==> config.mk <==
export PLATFORM = sky130hd
export DESIGN_NAME = tcb_lite_lib_multiplexer
export DESIGN_NICKNAME = d
export VERILOG_FILES = /design/src/logic/tcb_lite_pkg.sv /design/src/logic/tcb_lite_arb_pkg.sv /design/src/logic/tcb_lite_lib_multiplexer.sv
export SDC_FILE = /design/constraint.sdc
export NUM_CORES = 1
export LEC_CHECK = 0
export BUFFER_PORTS_ARGS = -buffer_cell sky130_fd_sc_hd__buf_2
export CORE_AREA = 5 5 136 138
export DETAILED_ROUTE_END_ITERATION = 12
export DIE_AREA = 0 0 141 143
export PLACE_DENSITY = 0.44
export SKIP_CTS_REPAIR_TIMING = 1
export SLEW_MARGIN = 15
export SYNTH_ARGS = -nofsm -noshare
export SYNTH_HDL_FRONTEND = slang
export SYNTH_SLANG_ARGS = --single-unit
==> constraint.sdc <==
create_clock -name clk -period 1.1 [get_ports clk]
set_input_delay 0.11 -clock clk [delete_from_list [all_inputs] [get_ports clk]]
set_output_delay 0.11 -clock clk [all_outputs]
set_load 0.1 [all_outputs]
==> src/logic/tcb_lite_pkg.sv <==
package tcb_lite_pkg;

    ////////////////////////////////////////////////////////////
    // bus widths
    ////////////////////////////////////////////////////////////

    // byte address width
    localparam int unsigned adr_w = 16;
    // data width
    localparam int unsigned dat_w = 32;
    // one enable per data byte
    localparam int unsigned ben_w = dat_w / 8;

    // fixed response delay, transfer edge to response
    localparam int unsigned dly = 1;

    // memory size in words
    // word index from adr[9:2], anything at 1024 or above is out of range
    localparam int unsigned mem_depth = 256;

    ////////////////////////////////////////////////////////////
    // request and response payloads
    ////////////////////////////////////////////////////////////

    // request, 53 bits
    typedef struct packed {
        logic             wen;  // 1 for write
        logic [adr_w-1:0] adr;  // byte address
        logic [ben_w-1:0] ben;  // byte enables
        logic [dat_w-1:0] wdt;  // write data
    } req_t;

    // response, 33 bits
    typedef struct packed {
        logic [dat_w-1:0] rdt;  // read data
        logic             err;  // out of range access
    } rsp_t;

endpackage: tcb_lite_pkg

==> src/logic/tcb_lite_arb_pkg.sv <==
package tcb_lite_arb_pkg;

    ////////////////////////////////////////////////////////////
    // interconnect size
    ////////////////////////////////////////////////////////////

    // number of managers
    localparam int unsigned ifn = 3;
    // select index width
    localparam int unsigned ifl = $clog2(ifn);

    // select index
    typedef logic [ifl-1:0] sel_t;

    ////////////////////////////////////////////////////////////
    // priority table
    ////////////////////////////////////////////////////////////

    // entry r holds the manager of rank r
    // rank 0 wins, so manager 1 first, then 0, then 2
    localparam sel_t pri [0:ifn-1] = '{
        sel_t'(1),
        sel_t'(0),
        sel_t'(2)
    };

endpackage: tcb_lite_arb_pkg

==> src/logic/tcb_lite_lib_multiplexer.sv <==
`timescale 1ns/1ps

module tcb_lite_lib_multiplexer (
    input  logic                             clk,
    input  logic                             arst_n,
    // select from the arbiter
    input  tcb_lite_arb_pkg::sel_t           sel,
    // manager side
    input  logic [tcb_lite_arb_pkg::ifn-1:0] man_vld,
    input  tcb_lite_pkg::req_t               man_req [0:tcb_lite_arb_pkg::ifn-1],
    output logic [tcb_lite_arb_pkg::ifn-1:0] man_rdy,
    output tcb_lite_pkg::rsp_t               man_rsp [0:tcb_lite_arb_pkg::ifn-1],
    // subordinate side
    output logic                             sub_vld,
    output tcb_lite_pkg::req_t               sub_req,
    input  logic                             sub_rdy,
    input  tcb_lite_pkg::rsp_t               sub_rsp
);

    ////////////////////////////////////////////////////////////
    // request path
    ////////////////////////////////////////////////////////////

    // transfer on the subordinate side
    logic trn;

    // the arbiter always points at a valid manager
    // when there is one, so any valid means sub_vld
    assign sub_vld = |man_vld;

    // selected request
    assign sub_req = man_req[sel];

    // rdy only for the winner
    // also masked by vld, so idle managers see 0
    always_comb begin
        for (int unsigned i = 0; i < tcb_lite_arb_pkg::ifn; i++) begin
            man_rdy[i] = sub_rdy & man_vld[i] & (sel == tcb_lite_arb_pkg::sel_t'(i));
        end
    end

    assign trn = sub_vld & sub_rdy;

    ////////////////////////////////////////////////////////////
    // select pipeline
    ////////////////////////////////////////////////////////////

    // owner of each transfer still in flight
    // last stage owns the response on sub_rsp
    tcb_lite_arb_pkg::sel_t sel_dly [0:tcb_lite_pkg::dly-1];

    always_ff @(posedge clk or negedge arst_n) begin
        if (!arst_n) begin
            for (int unsigned s = 0; s < tcb_lite_pkg::dly; s++) begin
                sel_dly[s] <= '0;
            end
        end else begin
            // first stage only loads on a transfer
            // idle slots carry a zero response anyway
            if (trn) begin
                sel_dly[0] <= sel;
            end
            // shift toward the response end
            for (int unsigned s = 1; s < tcb_lite_pkg::dly; s++) begin
                sel_dly[s] <= sel_dly[s-1];
            end
        end
    end

    ////////////////////////////////////////////////////////////
    // response path
    ////////////////////////////////////////////////////////////

    // response owner
    tcb_lite_arb_pkg::sel_t rsp_sel;

    assign rsp_sel = sel_dly[tcb_lite_pkg::dly-1];

    // copy to the owner, zero elsewhere
    always_comb begin
        for (int unsigned i = 0; i < tcb_lite_arb_pkg::ifn; i++) begin
            if (rsp_sel == tcb_lite_arb_pkg::sel_t'(i)) begin
                man_rsp[i] = sub_rsp;
            end else begin
                man_rsp[i] = '0;
            end
        end
    end

endmodule: tcb_lite_lib_multiplexer

==> flow_metrics.tcl <==
set metrics [dict create \
    cts-htree-levels 1 \
    cts_tree "done" \
    wire_per_inst_um 17.9 \
    critical_path.endpoint_type "output pin" \
    drt-vias-per-instance 4.08 \
    asyncSetResetFlopFracSynth_pct 100 \
    pwr_density_cell_nw_per_um2 1020 \
    place.port_buffers 355 \
    num_rows 48 \
    critical_path_arrival_ns 1.43 \
    final.setup.worst_slack_ns -0.439 \
    timing.reg2reg.setup_slack_ns 0.29 \
    first_global_vias 3912 \
    insertedDiodeCount 0 \
    cts_made_buffers 3 \
    final.setup_skew_ns 0 \
    synth_area_um2 1950 \
    outcome "complete, but fails checks" \
    syn_nets 445 \
    worst_slew_pin_slew_ns 0.538 \
    fillCellCount 1532 \
    clock-root-buffer "sky130_fd_sc_hd__clkbuf_16" \
    setup.worst_path.start_class "flop" \
    drtAntennaViolNets 0 \
    crit_path_max_fanout 33 \
    post_route_cells_drive_above_1_share_pct 92.2 \
    io-pin-count 356 \
    finalCoreUtilization_pct 48.2 \
    setup_repair_after_global_routing_missed_its_margin "true" \
    insertion_delay_ns 0.22 \
    cpPeakStageDelay_ns 0.42 \
    yosysWarnings 0 \
    pin_count_of_the_biggest_net_entering_global_routing 34 \
    finalSetupViolCount 153 \
    die-width_um 141 \
    placeableCoreArea_um2 17100 \
    timing.final.hold_violations 0 \
    cpMostUsedCell "sky130_fd_sc_hd__buf_12" \
    period_share_pct 140 \
    hpwlAfterDp_um 13600 \
    violations "setup timing" \
    area_overhead_of_the_layout_relative_to_synthesis_pct 322 \
    synth.cells.most_frequent "99 x sky130_fd_sc_hd__and2_1, 53 x sky130_fd_sc_hd__mux2i_1, 53 x sky130_fd_sc_hd__o2bb2ai_1" \
    fin_hold_ws_ns 0.241 \
    cells_after_synth 245 \
    synth-edff-count 0 \
    synth_sequential_area_ratio_pct 2.57 \
    floorplan.initialDensity_pct 11.4 \
    clock_transition_at_the_register_clock_pins_on_the_worst_setup_and_hold_paths_after_cts_ns 0.03 \
    crit_slowest_cell "sky130_fd_sc_hd__dfrtp_2" \
    post_synth.cell_area_avg_um2 7.94 \
    cap_viol_max_count 0 \
    critPathKind "flop to output pin" \
    yosysTopAreaCellShare_pct 31.8 \
    crit_chain "and2b_2 -> buf_12 -> and2_4 -> buf_12" \
    globalRoute.totalOverflow 0 \
    vdd.ir_drop.worst_mv 0.514 \
    min_path_type "input pin to async pin" \
    number_of_nets_in_the_finished_design 819 \
    period_minus_slack_ns 1.54 \
    worst-endpoint-required_ns 0.99 \
    design.die.area_um2 20200 \
    synthFlopType "sky130_fd_sc_hd__dfrtp_1" \
    synth_top_cell_by_area "sky130_fd_sc_hd__and2_1" \
    netlist_top_cells_area "sky130_fd_sc_hd__and2_1 32%, sky130_fd_sc_hd__mux2i_1 27%, sky130_fd_sc_hd__o2bb2ai_1 24%" \
    grtUsageTotal_pct 13.3 \
    leakage_nw 3.64 \
    drt_iter0_drc 32 \
    largest_register_ff_count 2 \
    yosys.cell_count.top_type "sky130_fd_sc_hd__and2_1" \
    drc 0 \
    grt_antenna_before_repair 1 \
    drt_pre_antenna_iters 4 \
    timing.fmax_mhz 650 \
    ys_types 20 \
    report.final.slew_viol_count 0 \
    max-slew-margin-rel_pct 64.4 \
    max_root_sink_buffers 2 \
    ys_ff_latch 2 \
    clock_sink_count 2 \
    dieHeight_um 143 \
    finalWeightedCongestion 0.811 \
    detailroute.via_count 3436 \
    wl_um 15100 \
    first_pass_grt_wire_length_um 21600 \
]
[final timing paths]
| path | from | endpoint | cells after the start |
|---|---|---|---|
| max | rsp_sel[1]$_DFFE_PN0P_ | man_rsp[62] | 4 |
| min in group clk | sub_rdy | rsp_sel[0]$_DFFE_PN0P_ | 4 |
| max reg2reg | rsp_sel[1]$_DFFE_PN0P_ | rsp_sel[1]$_DFFE_PN0P_ | 1 |
| min | arst_n | rsp_sel[0]$_DFFE_PN0P_ | 2 |
| max in group asynchronous | arst_n | rsp_sel[1]$_DFFE_PN0P_ | 2 |
| min reg2reg | rsp_sel[0]$_DFFE_PN0P_ | rsp_sel[0]$_DFFE_PN0P_ | 1 |
[kinds of logic (layout without fill, tap and decap cells)]
logic type / count (synthesis) / after routing / share of synthesized area [%]
DFF: 2 / 2 / 2.57
and+or+nand+nor: 107 / 107 / 34.8
muxes: 55 / 55 / 28.4
AOI/OAI and AO/OA: 54 / 54 / 24.5
buffers and inverters: 27 / 399 / 9.71
[power breakdown]
group | switching, W | internal, W | leakage, nW
registers | 0.0000108 | 0.0000841 | 0.0224
logic | 0.00472 | 0.00298 | 3.58
clock network | 0.0000851 | 0.000463 | 0.0370
[through the flow]
step / setup TNS [ns] / power [W] / instance area [µm²] / setup slack, ns / std cells
floorplan: -14.16 / 0.00487 / 3370 / -0.376 / 245
global placement: -21.07 / 0.00764 / 7870 / -0.203 / 831
detailed placement: -24.90 / 0.00771 / 7870 / -0.225 / 831
CTS: -48.44 / 0.00827 / 7950 / -0.467 / 834
global route: -53.90 / 0.00858 / 8210 / -0.481 / 842
finish: -47.24 / 0.00834 / 8210 / -0.439 / 842
[critical path, delay by kind of cell, from the launching register on]
| kind | cells | cell delay (ns) |
|---|---|---|
| AND/OR/NAND/NOR | 2 | 0.42 |
| flip-flops | 1 | 0.42 |
| buffers and inverters | 2 | 0.33 |
[cell usage in the layout (no fill, tap or decap), drive strengths merged]
| master | n |
|---|---|
| dlygate4sd3 | 1 |
| and4b | 1 |
| nor2 | 1 |
| o31ai | 1 |
| buf | 392 |
| mux2i | 53 |
| clkbuf | 6 |
| nor4bb | 1 |
| or3 | 1 |
| and3 | 1 |
| and2b | 2 |
| o2bb2ai | 53 |
| nor2b | 1 |
| mux2 | 2 |
| dfrtp | 2 |
| and2 | 99 |
[routing by layer]
layer / global-route usage [%] / vias to the layer above / routed length, µm
li1: - / 1636 / -
met3: 4.35 / 12 / 1370
met2: 26.9 / 205 / 8540
met4: 2.24 / 2 / 167
met5: 0 / - / 20
met1: 13.4 / 1581 / 5020
[area by class of cell]
cell class                      count  area (µm²)  share of cell area [%]
Timing Repair Buffer              396        4760                    57.9
Multi-Input combinational cell    216        3050                    37.1
Tap cell                          225         282                    3.43
Clock buffer                        3        75.1                   0.914
Sequential cell                     2        51.3                   0.625
No activity file was read; power rests on OpenSTA's default activity.
